`config.mk`:
```
export PLATFORM = sky130hd
export DESIGN_NAME = axi_demux_top
export DESIGN_NICKNAME = d
export VERILOG_FILES = /design/src/logic/demux_pkg.sv /design/src/logic/txn_if.sv /design/src/logic/axi_demux_top.sv /design/src/logic/read_route.sv /design/src/logic/txn_budget.sv /design/src/logic/write_route.sv
export SDC_FILE = /design/constraint.sdc
export NUM_CORES = 1
export LEC_CHECK = 0
export BUFFER_PORTS_ARGS = -buffer_cell sky130_fd_sc_hd__buf_2
export CORE_AREA = 2 2 171 173
export CTS_CLUSTER_DIAMETER = 200
export DETAILED_ROUTE_END_ITERATION = 6
export DIE_AREA = 0 0 173 175
export GPL_TIMING_DRIVEN = 0
export SLEW_MARGIN = 20
export SYNTH_ARGS = -nofsm -noshare
export SYNTH_HDL_FRONTEND = slang
export SYNTH_SLANG_ARGS = --single-unit
export TNS_END_PERCENT = 30
```
`constraint.sdc`:
```
create_clock -name clk_i -period 4.4 [get_ports clk_i]
set_input_delay 0 -clock clk_i [delete_from_list [all_inputs] [get_ports clk_i]]
set_output_delay 0 -clock clk_i [all_outputs]
set_load 0.005 [all_outputs]
```
`src/logic/demux_pkg.sv`:
```
/*
 * Shared definitions for the single-beat AXI demux
 * Payload widths, response codes and write path states
 */
package demux_pkg;

  // Payload widths
  localparam int unsigned ID_W   = 4;   // Transaction ID
  localparam int unsigned ADDR_W = 32;
  localparam int unsigned DATA_W = 32;  // Strobe is DATA_W/8 bits

  // AXI response codes, as on the wire
  typedef enum logic [1:0] {
    OKAY   = 2'b00,
    EXOKAY = 2'b01,  // Exclusive access done
    SLVERR = 2'b10,  // Slave saw an error
    DECERR = 2'b11   // Nothing at this address
  } resp_e;

  // W tracking on the write path
  typedef enum logic {
    W_IDLE = 1'b0,  // No W owed
    W_DATA = 1'b1   // AW taken, its W not through yet
  } wr_state_e;

endpackage

```
`src/logic/txn_if.sv`:
```
/*
 * Budget link for one channel
 * Route side reports issue and retire, budget answers idle and full
 */
`timescale 1ns/1ps

interface txn_if;

  logic issue;   // Request handed to a master, one cycle
  logic retire;  // Response taken by the slave, one cycle
  logic idle;    // Nothing outstanding on this channel
  logic full;    // Reads plus writes at the limit

  // Route block side
  modport route (
    output issue,
    output retire,
    input  idle,
    input  full
  );

  // Counter side
  modport budget (
    input  issue,
    input  retire,
    output idle,
    output full
  );

endinterface

```
`src/logic/axi_demux_top.sv`:
```
/*
 * Single-beat AXI demux, one slave port to NUM_PORTS master ports
 * Write and read paths run side by side under one transaction budget
 */
`timescale 1ns/1ps

module axi_demux_top #(
  parameter  int unsigned NUM_PORTS = 3,
  parameter  int unsigned MAX_TRANS = 4,  // Reads plus writes in flight
  localparam int unsigned SEL_W     = (NUM_PORTS > 1) ? $clog2(NUM_PORTS) : 1
) (
  input  logic                            clk_i,
  input  logic                            rst_n_i,
  // Slave AW
  input  logic                            aw_valid_i,
  output logic                            aw_ready_o,
  input  logic [demux_pkg::ID_W-1:0]      aw_id_i,
  input  logic [demux_pkg::ADDR_W-1:0]    aw_addr_i,
  input  logic [SEL_W-1:0]                aw_select_i,
  // Slave W
  input  logic                            w_valid_i,
  output logic                            w_ready_o,
  input  logic [demux_pkg::DATA_W-1:0]    w_data_i,
  input  logic [demux_pkg::DATA_W/8-1:0]  w_strb_i,
  // Slave B
  output logic                            b_valid_o,
  input  logic                            b_ready_i,
  output logic [demux_pkg::ID_W-1:0]      b_id_o,
  output demux_pkg::resp_e                b_resp_o,
  // Slave AR and R
  input  logic                            ar_valid_i,
  output logic                            ar_ready_o,
  input  logic [demux_pkg::ID_W-1:0]      ar_id_i,
  input  logic [demux_pkg::ADDR_W-1:0]    ar_addr_i,
  input  logic [SEL_W-1:0]                ar_select_i,
  output logic                            r_valid_o,
  input  logic                            r_ready_i,
  output logic [demux_pkg::ID_W-1:0]      r_id_o,
  output logic [demux_pkg::DATA_W-1:0]    r_data_o,
  output demux_pkg::resp_e                r_resp_o,
  // Master requests, payload shared by all ports
  output logic [NUM_PORTS-1:0]            mst_aw_valid_o,
  input  logic [NUM_PORTS-1:0]            mst_aw_ready_i,
  output logic [demux_pkg::ID_W-1:0]      mst_aw_id_o,
  output logic [demux_pkg::ADDR_W-1:0]    mst_aw_addr_o,
  output logic [NUM_PORTS-1:0]            mst_w_valid_o,
  input  logic [NUM_PORTS-1:0]            mst_w_ready_i,
  output logic [demux_pkg::DATA_W-1:0]    mst_w_data_o,
  output logic [demux_pkg::DATA_W/8-1:0]  mst_w_strb_o,
  output logic [NUM_PORTS-1:0]            mst_ar_valid_o,
  input  logic [NUM_PORTS-1:0]            mst_ar_ready_i,
  output logic [demux_pkg::ID_W-1:0]      mst_ar_id_o,
  output logic [demux_pkg::ADDR_W-1:0]    mst_ar_addr_o,
  // Master responses, one set per port
  input  logic [NUM_PORTS-1:0]            mst_b_valid_i,
  input  logic [demux_pkg::ID_W-1:0]      mst_b_id_i [NUM_PORTS],
  input  demux_pkg::resp_e                mst_b_resp_i [NUM_PORTS],
  output logic [NUM_PORTS-1:0]            mst_b_ready_o,
  input  logic [NUM_PORTS-1:0]            mst_r_valid_i,
  input  logic [demux_pkg::ID_W-1:0]      mst_r_id_i [NUM_PORTS],
  input  logic [demux_pkg::DATA_W-1:0]    mst_r_data_i [NUM_PORTS],
  input  demux_pkg::resp_e                mst_r_resp_i [NUM_PORTS],
  output logic [NUM_PORTS-1:0]            mst_r_ready_o
);

  txn_if wr_txn ();  // Write channel budget link
  txn_if rd_txn ();  // Read channel budget link

  // Payload fans out, the valids pick the port
  assign mst_aw_id_o   = aw_id_i;
  assign mst_aw_addr_o = aw_addr_i;
  assign mst_w_data_o  = w_data_i;
  assign mst_w_strb_o  = w_strb_i;
  assign mst_ar_id_o   = ar_id_i;
  assign mst_ar_addr_o = ar_addr_i;

  // Only the locked port has responses owed, so ready can fan out
  assign mst_b_ready_o = {NUM_PORTS{b_ready_i}};
  assign mst_r_ready_o = {NUM_PORTS{r_ready_i}};

  write_route #(
    .NUM_PORTS      ( NUM_PORTS      )
  ) i_write_route (
    .clk_i,
    .rst_n_i,
    .aw_valid_i,
    .aw_ready_o,
    .aw_select_i,
    .w_valid_i,
    .w_ready_o,
    .mst_aw_valid_o,
    .mst_aw_ready_i,
    .mst_w_valid_o,
    .mst_w_ready_i,
    .mst_b_valid_i,
    .mst_b_id_i,
    .mst_b_resp_i,
    .b_valid_o,
    .b_ready_i,
    .b_id_o,
    .b_resp_o,
    .txn            ( wr_txn.route   )
  );

  read_route #(
    .NUM_PORTS      ( NUM_PORTS      )
  ) i_read_route (
    .clk_i,
    .rst_n_i,
    .ar_valid_i,
    .ar_ready_o,
    .ar_select_i,
    .mst_ar_valid_o,
    .mst_ar_ready_i,
    .mst_r_valid_i,
    .mst_r_id_i,
    .mst_r_data_i,
    .mst_r_resp_i,
    .r_valid_o,
    .r_ready_i,
    .r_id_o,
    .r_data_o,
    .r_resp_o,
    .txn            ( rd_txn.route   )
  );

  txn_budget #(
    .MAX_TRANS      ( MAX_TRANS      )
  ) i_txn_budget (
    .clk_i,
    .rst_n_i,
    .wr             ( wr_txn.budget  ),
    .rd             ( rd_txn.budget  )
  );

endmodule

```
`src/logic/read_route.sv`:
```
/*
 * Read path of the AXI demux
 * AR goes to the selected port, R comes back from the locked port
 */
`timescale 1ns/1ps

module read_route #(
  parameter  int unsigned NUM_PORTS = 3,
  localparam int unsigned SEL_W     = (NUM_PORTS > 1) ? $clog2(NUM_PORTS) : 1
) (
  input  logic                          clk_i,
  input  logic                          rst_n_i,
  // Slave side request
  input  logic                          ar_valid_i,
  output logic                          ar_ready_o,
  input  logic [SEL_W-1:0]              ar_select_i,  // Stable while ar_valid_i
  // Master side request
  output logic [NUM_PORTS-1:0]          mst_ar_valid_o,
  input  logic [NUM_PORTS-1:0]          mst_ar_ready_i,
  // Master side responses
  input  logic [NUM_PORTS-1:0]          mst_r_valid_i,
  input  logic [demux_pkg::ID_W-1:0]    mst_r_id_i [NUM_PORTS],
  input  logic [demux_pkg::DATA_W-1:0]  mst_r_data_i [NUM_PORTS],
  input  demux_pkg::resp_e              mst_r_resp_i [NUM_PORTS],
  // Slave side response
  output logic                          r_valid_o,
  input  logic                          r_ready_i,
  output logic [demux_pkg::ID_W-1:0]    r_id_o,
  output logic [demux_pkg::DATA_W-1:0]  r_data_o,
  output demux_pkg::resp_e              r_resp_o,
  // Budget link
  txn_if.route                          txn
);

  logic [SEL_W-1:0] lock_q;  // Port that owns outstanding reads
  logic             ar_allow;
  logic             ar_sel_ready;
  logic             ar_xfer;

  // Budget room, and stay on the locked port until drained
  assign ar_allow = !txn.full && (txn.idle || (ar_select_i == lock_q));

  always_comb begin
    ar_sel_ready = 1'b0;
    for (int unsigned p = 0; p < NUM_PORTS; p++) begin
      mst_ar_valid_o[p] = ar_valid_i && ar_allow && (ar_select_i == SEL_W'(p));
      if (ar_select_i == SEL_W'(p)) begin
        ar_sel_ready = mst_ar_ready_i[p];
      end
    end
  end

  assign ar_ready_o = ar_allow && ar_sel_ready;
  assign ar_xfer    = ar_valid_i && ar_ready_o;

  // R mux from the locked port, in issue order there
  assign r_valid_o = mst_r_valid_i[lock_q];
  assign r_id_o    = mst_r_id_i[lock_q];
  assign r_data_o  = mst_r_data_i[lock_q];
  assign r_resp_o  = mst_r_resp_i[lock_q];

  assign txn.issue  = ar_xfer;
  assign txn.retire = r_valid_o && r_ready_i;  // Every R is last

  always_ff @(posedge clk_i or negedge rst_n_i) begin
    if (!rst_n_i) begin
      lock_q <= '0;
    end else if (ar_xfer) begin
      lock_q <= ar_select_i;
    end
  end

endmodule

```
`src/logic/txn_budget.sv`:
```
/*
 * Outstanding transaction budget
 * Per-channel counts, idle flags and the shared MAX_TRANS limit
 */
`timescale 1ns/1ps

module txn_budget #(
  parameter  int unsigned MAX_TRANS = 4,
  localparam int unsigned CNT_W     = $clog2(MAX_TRANS + 1)
) (
  input  logic  clk_i,
  input  logic  rst_n_i,
  txn_if.budget wr,  // Write channel
  txn_if.budget rd   // Read channel
);

  localparam int unsigned SUM_W = CNT_W + 1;  // Room for both counts

  logic [CNT_W-1:0] wr_cnt_q;
  logic [CNT_W-1:0] rd_cnt_q;
  logic [SUM_W-1:0] sum;
  logic             at_limit;
  logic             one_left;

  assign sum      = {1'b0, wr_cnt_q} + {1'b0, rd_cnt_q};
  assign at_limit = (sum == SUM_W'(MAX_TRANS));
  assign one_left = (sum == SUM_W'(MAX_TRANS - 1));

  assign wr.idle = (wr_cnt_q == '0);
  assign rd.idle = (rd_cnt_q == '0);

  // Both channels could take the last slot in one cycle
  // so the write wins it and the read waits
  assign wr.full = at_limit;
  assign rd.full = at_limit || (one_left && wr.issue);

  // Issue and retire together leave a count unchanged
  always_ff @(posedge clk_i or negedge rst_n_i) begin
    if (!rst_n_i) begin
      wr_cnt_q <= '0;
      rd_cnt_q <= '0;
    end else begin
      wr_cnt_q <= wr_cnt_q + CNT_W'(wr.issue) - CNT_W'(wr.retire);
      rd_cnt_q <= rd_cnt_q + CNT_W'(rd.issue) - CNT_W'(rd.retire);
    end
  end

endmodule

```
`src/logic/write_route.sv`:
```
/*
 * Write path of the AXI demux
 * AW goes to the selected port, W and B follow the locked port
 */
`timescale 1ns/1ps

module write_route #(
  parameter  int unsigned NUM_PORTS = 3,
  localparam int unsigned SEL_W     = (NUM_PORTS > 1) ? $clog2(NUM_PORTS) : 1
) (
  input  logic                        clk_i,
  input  logic                        rst_n_i,
  // Slave side requests
  input  logic                        aw_valid_i,
  output logic                        aw_ready_o,
  input  logic [SEL_W-1:0]            aw_select_i,  // Stable while aw_valid_i
  input  logic                        w_valid_i,
  output logic                        w_ready_o,
  // Master side requests
  output logic [NUM_PORTS-1:0]        mst_aw_valid_o,
  input  logic [NUM_PORTS-1:0]        mst_aw_ready_i,
  output logic [NUM_PORTS-1:0]        mst_w_valid_o,
  input  logic [NUM_PORTS-1:0]        mst_w_ready_i,
  // Master side responses
  input  logic [NUM_PORTS-1:0]        mst_b_valid_i,
  input  logic [demux_pkg::ID_W-1:0]  mst_b_id_i [NUM_PORTS],
  input  demux_pkg::resp_e            mst_b_resp_i [NUM_PORTS],
  // Slave side response
  output logic                        b_valid_o,
  input  logic                        b_ready_i,
  output logic [demux_pkg::ID_W-1:0]  b_id_o,
  output demux_pkg::resp_e            b_resp_o,
  // Budget link
  txn_if.route                        txn
);

  demux_pkg::wr_state_e state_q;
  demux_pkg::wr_state_e state_d;
  logic [SEL_W-1:0]     lock_q;       // Port that owns outstanding writes
  logic                 aw_allow;
  logic                 aw_sel_ready;
  logic                 w_owed;
  logic                 aw_xfer;
  logic                 w_xfer;
  logic                 b_xfer;

  assign w_owed = (state_q == demux_pkg::W_DATA);

  // No W owed, room in budget, and no port change while busy
  assign aw_allow = !w_owed && !txn.full &&
                    (txn.idle || (aw_select_i == lock_q));

  // AW valid only on the selected port
  always_comb begin
    aw_sel_ready = 1'b0;
    for (int unsigned p = 0; p < NUM_PORTS; p++) begin
      mst_aw_valid_o[p] = aw_valid_i && aw_allow && (aw_select_i == SEL_W'(p));
      if (aw_select_i == SEL_W'(p)) begin
        aw_sel_ready = mst_aw_ready_i[p];  // Out of range select never gets ready
      end
    end
  end

  assign aw_ready_o = aw_allow && aw_sel_ready;
  assign aw_xfer    = aw_valid_i && aw_ready_o;

  // The single W beat follows its AW to the locked port
  always_comb begin
    for (int unsigned p = 0; p < NUM_PORTS; p++) begin
      mst_w_valid_o[p] = w_owed && w_valid_i && (lock_q == SEL_W'(p));
    end
  end

  assign w_ready_o = w_owed && mst_w_ready_i[lock_q];
  assign w_xfer    = w_valid_i && w_ready_o;

  // Only the locked port can hold a B
  assign b_valid_o = mst_b_valid_i[lock_q];
  assign b_id_o    = mst_b_id_i[lock_q];
  assign b_resp_o  = mst_b_resp_i[lock_q];
  assign b_xfer    = b_valid_o && b_ready_i;

  assign txn.issue  = aw_xfer;
  assign txn.retire = b_xfer;

  always_comb begin
    state_d = state_q;
    unique case (state_q)
      demux_pkg::W_IDLE: if (aw_xfer) state_d = demux_pkg::W_DATA;
      demux_pkg::W_DATA: if (w_xfer)  state_d = demux_pkg::W_IDLE;  // Beat is always last
      default:                        state_d = demux_pkg::W_IDLE;
    endcase
  end

  always_ff @(posedge clk_i or negedge rst_n_i) begin
    if (!rst_n_i) begin
      state_q <= demux_pkg::W_IDLE;
      lock_q  <= '0;
    end else begin
      state_q <= state_d;
      if (aw_xfer) begin
        lock_q <= aw_select_i;  // Same value when already locked
      end
    end
  end

endmodule
```
==> run metrics <==
Ports=438; Syn Std Cell Area=0.002746 sq mm; Num CTS Buffers=3; clock latency on the worst-skew pair=0.24 ns; layout net count=a little under 1,000; worst hold path type=in -> reg; Antenna Nets Post-Route=0; clock-pin slew on the worst setup and hold paths=0.04 ns; Pleak=2.756 nW; WL final=15.04 mm; Cells after DPL=1,074; final count of pins violating max slew=0; clk_skew=0.004944 ns; Residual DRC=0; fmax=between 0.3 and 0.4 GHz; die width=about 170 um; Worst Path Arrival=around 3.4 ns; total gr overflow=0; first-pass GRT wire length=20.82 mm; CP Capture Type=flip-flop; post-synth top area cell=buf_4; final setup fails=0; Worst setup SP type=flip-flop; Sequential Area=275.3 sq um; status=finished clean; area grow syn2layout=81.14%; FF-to-FF Start=i_txn_budget.wr_cnt_q[0]$_DFF_PN0_; most used cell, CP=ha_1; CP peak stage delay=0.46 ns; Slew Limit Headroom=48.36%; total number of yosys warnings=0; Final Hold Fails=0; post-cts resize count=0; Site Rows=62; routed vias=~3,600; area occupied by multi-input gates=0.001491 sq mm; final worst path period share=72.91%; Fill cells=~3,300; Fin Setup TNS=0 ns; Routability Congestion=0.8127; full die area=0.03028 sq mm; pin count of the biggest net entering global routing=12; clock tree buffer depth=2; CTS tree=built; pre-CTS WS=0.9883 ns; 1st-iter DRT viols=just under 80; fin crit period=3.208 ns; placed wire-length estimate=~14 mm; CTS root buffer=clkbuf_16; Syn Area/Cell=~7.6 sq um; largest cells by area after synthesis=buf_4 (31%), mux2i_1 (18%), dfrtp_1 (10%); top cell type's share of synthesized area=31.16%; Hold WS=0.04095 ns; TritonCTS Sinks=11; Hold Startpoint=aw_select_i[1]; drt first pass iters=4; number of global-route vias before repair=3,450; post-synthesis sequential area ratio=10.02%; crit path kind=reg -> reg; critical-path cell list=ha_1 > inv_1 > fa_1 > xnor2_2 > nand3b_1 > o2111ai_4 > nand2b_4 > ha_1 > inv_1 > ha_1 > fa_1 > xnor2_1 > xnor2_1; cells after synthesis=~360; number of vias per cell=3.357; Synth cell types=37; most common cell after layout, fill and taps aside=buf_2; Slowest cell on crit path=fa_1; worst ir drop on vdd=between 0.2 and 0.25 mV; quantity of I/O buffers inserted on ports=328; Worst setup startpoint=i_txn_budget.wr_cnt_q[0]$_DFF_PN0_; Routed wire per std cell=13.89 um; GR Util All Layers=8.996%; Die Y=175 um; CP Max Fanout=6; RSZ-0062 raised after global routing=no; share of cells above drive strength 1=66.38%; post-synthesis register bit count=11; Core Region=0.02839 sq mm; final worst setup slack=1.192 ns; WP data required=4.56 ns; H-tree depth=1; Pwr Density=411.7 mW/mm^2; worst slew pin tran=roughly 0.77 ns; final std cells w/o fill=1,083; max-cap violations=0; Post-Synthesis Net Count=roughly 640; commonest non-fill, non-tap cells in the layout=buf_2 (334), buf_4 (114), nand2_1 (50); Starting Density=9.673%; initial antenna violation count=4
Yosys cell counts (all sizes together):
library cell	number
o211ai	1
and3b	1
xnor2	7
nor4b	1
a2bb2oi	1
nor3	5
inv	12
mux2i	49
xor2	2
nor2	2
nor3b	5
clkbuf	7
nor4	1
nand2	50
a21oi	4
nor2b	4
o32ai	1
dfrtp	11
o2111ai	1
nand3	2
a211oi	1
o21ai	48
nand2b	1
a22oi	1
ha	7
mux2	4
buf	124
and3	1
and2	3
fa	3
nand3b	2
cell families after synthesis:
family / count (synthesis) / share of synthesized area (%)
AOI/OAI and AO/OA: 58 / 12.53
xor gates and xnor gates: 9 / 3.144
adders and majority gates: 10 / 5.376
buffers and inverters: 143 / 35.67
DFF: 11 / 10.02
muxes: 53 / 19.77
and+or+nand+nor: 78 / 13.49
final timing paths:
path	to	slack [ns]	cells after the start
setup / recovery	i_txn_budget.wr_cnt_q[2]$_DFF_PN0_	1.19	13
hold / removal	i_write_route.lock_q[1]$_DFFE_PN0P_	0.04	2
setup reg to reg	i_txn_budget.wr_cnt_q[2]$_DFF_PN0_	1.19	13
hold reg to reg	i_txn_budget.rd_cnt_q[2]$_DFF_PN0_	0.51	1
max in group asynchronous	i_txn_budget.rd_cnt_q[1]$_DFF_PN0_	3.98	2
min in group asynchronous	i_write_route.state_q$_DFF_PN0_	0.20	2
worst max-delay path: cells and delay by family, from the launching register on:
kind / cells / cell delay [ns]
buf+inv: 2 / 0.10
compound gates: 1 / 0.32
fa+ha+maj: 5 / 1.39
simple gates: 2 / 0.39
xor+xnor: 3 / 0.52
flops: 1 / 0.40
repair_timing:
action,CTS,global route
buffers inserted,0,0
hold endpoints to repair,12,0
hold buffers,2,0
sequential cells by signal, summed over array words and instances, names as in the netlist:
name / cells
i_write_route.lock_q: 2
i_write_route.state_q: 1
i_read_route.lock_q: 2
i_txn_budget.rd_cnt_q: 3
i_txn_budget.wr_cnt_q: 3
cell type report:
class | count | area share (%)
repair buffers | 330 | 33.40
well taps | 384 | 9.658
inverters | 12 | 0.9054
diodes | 3 | 0.1509
clock buffers | 4 | 1.585
multi-input cells | 208 | 29.98
flip-flops and latches | 11 | 5.533
plain buffers | 131 | 18.79
metrics by stage:
stage / area (sq um) / util (%) / total power, mW
final: 4975 / 17.52 / 2.048
after global routing: 4975 / 17.52 / 2.264
after CTS: 4967 / 17.50 / 2.101
after floorplan: 2746 / - / 1.198
after global placement: 4868 / 17.15 / 1.905
after detailed placement: 4868 / 17.15 / 1.921
layer usage:
layer  vias up  routed length [um]  global-route usage, %
met2       249                7833                  16.67
li1       1762                   -                      -
met5         -                  13                      0
met1      1607                5594                  10.21
met3        16                1307                  1.980
met4         2                 292                  2.860
report_power, final:
| group | internal, mW | switching, mW | leakage, nW |
|---|---|---|---|
| clock network | 0.122 | 0.0467 | 0.0382 |
| registers | 0.157 | 0.0650 | 0.131 |
| logic | 0.755 | 0.903 | 2.59 |
(Power assumes the default switching activity.)
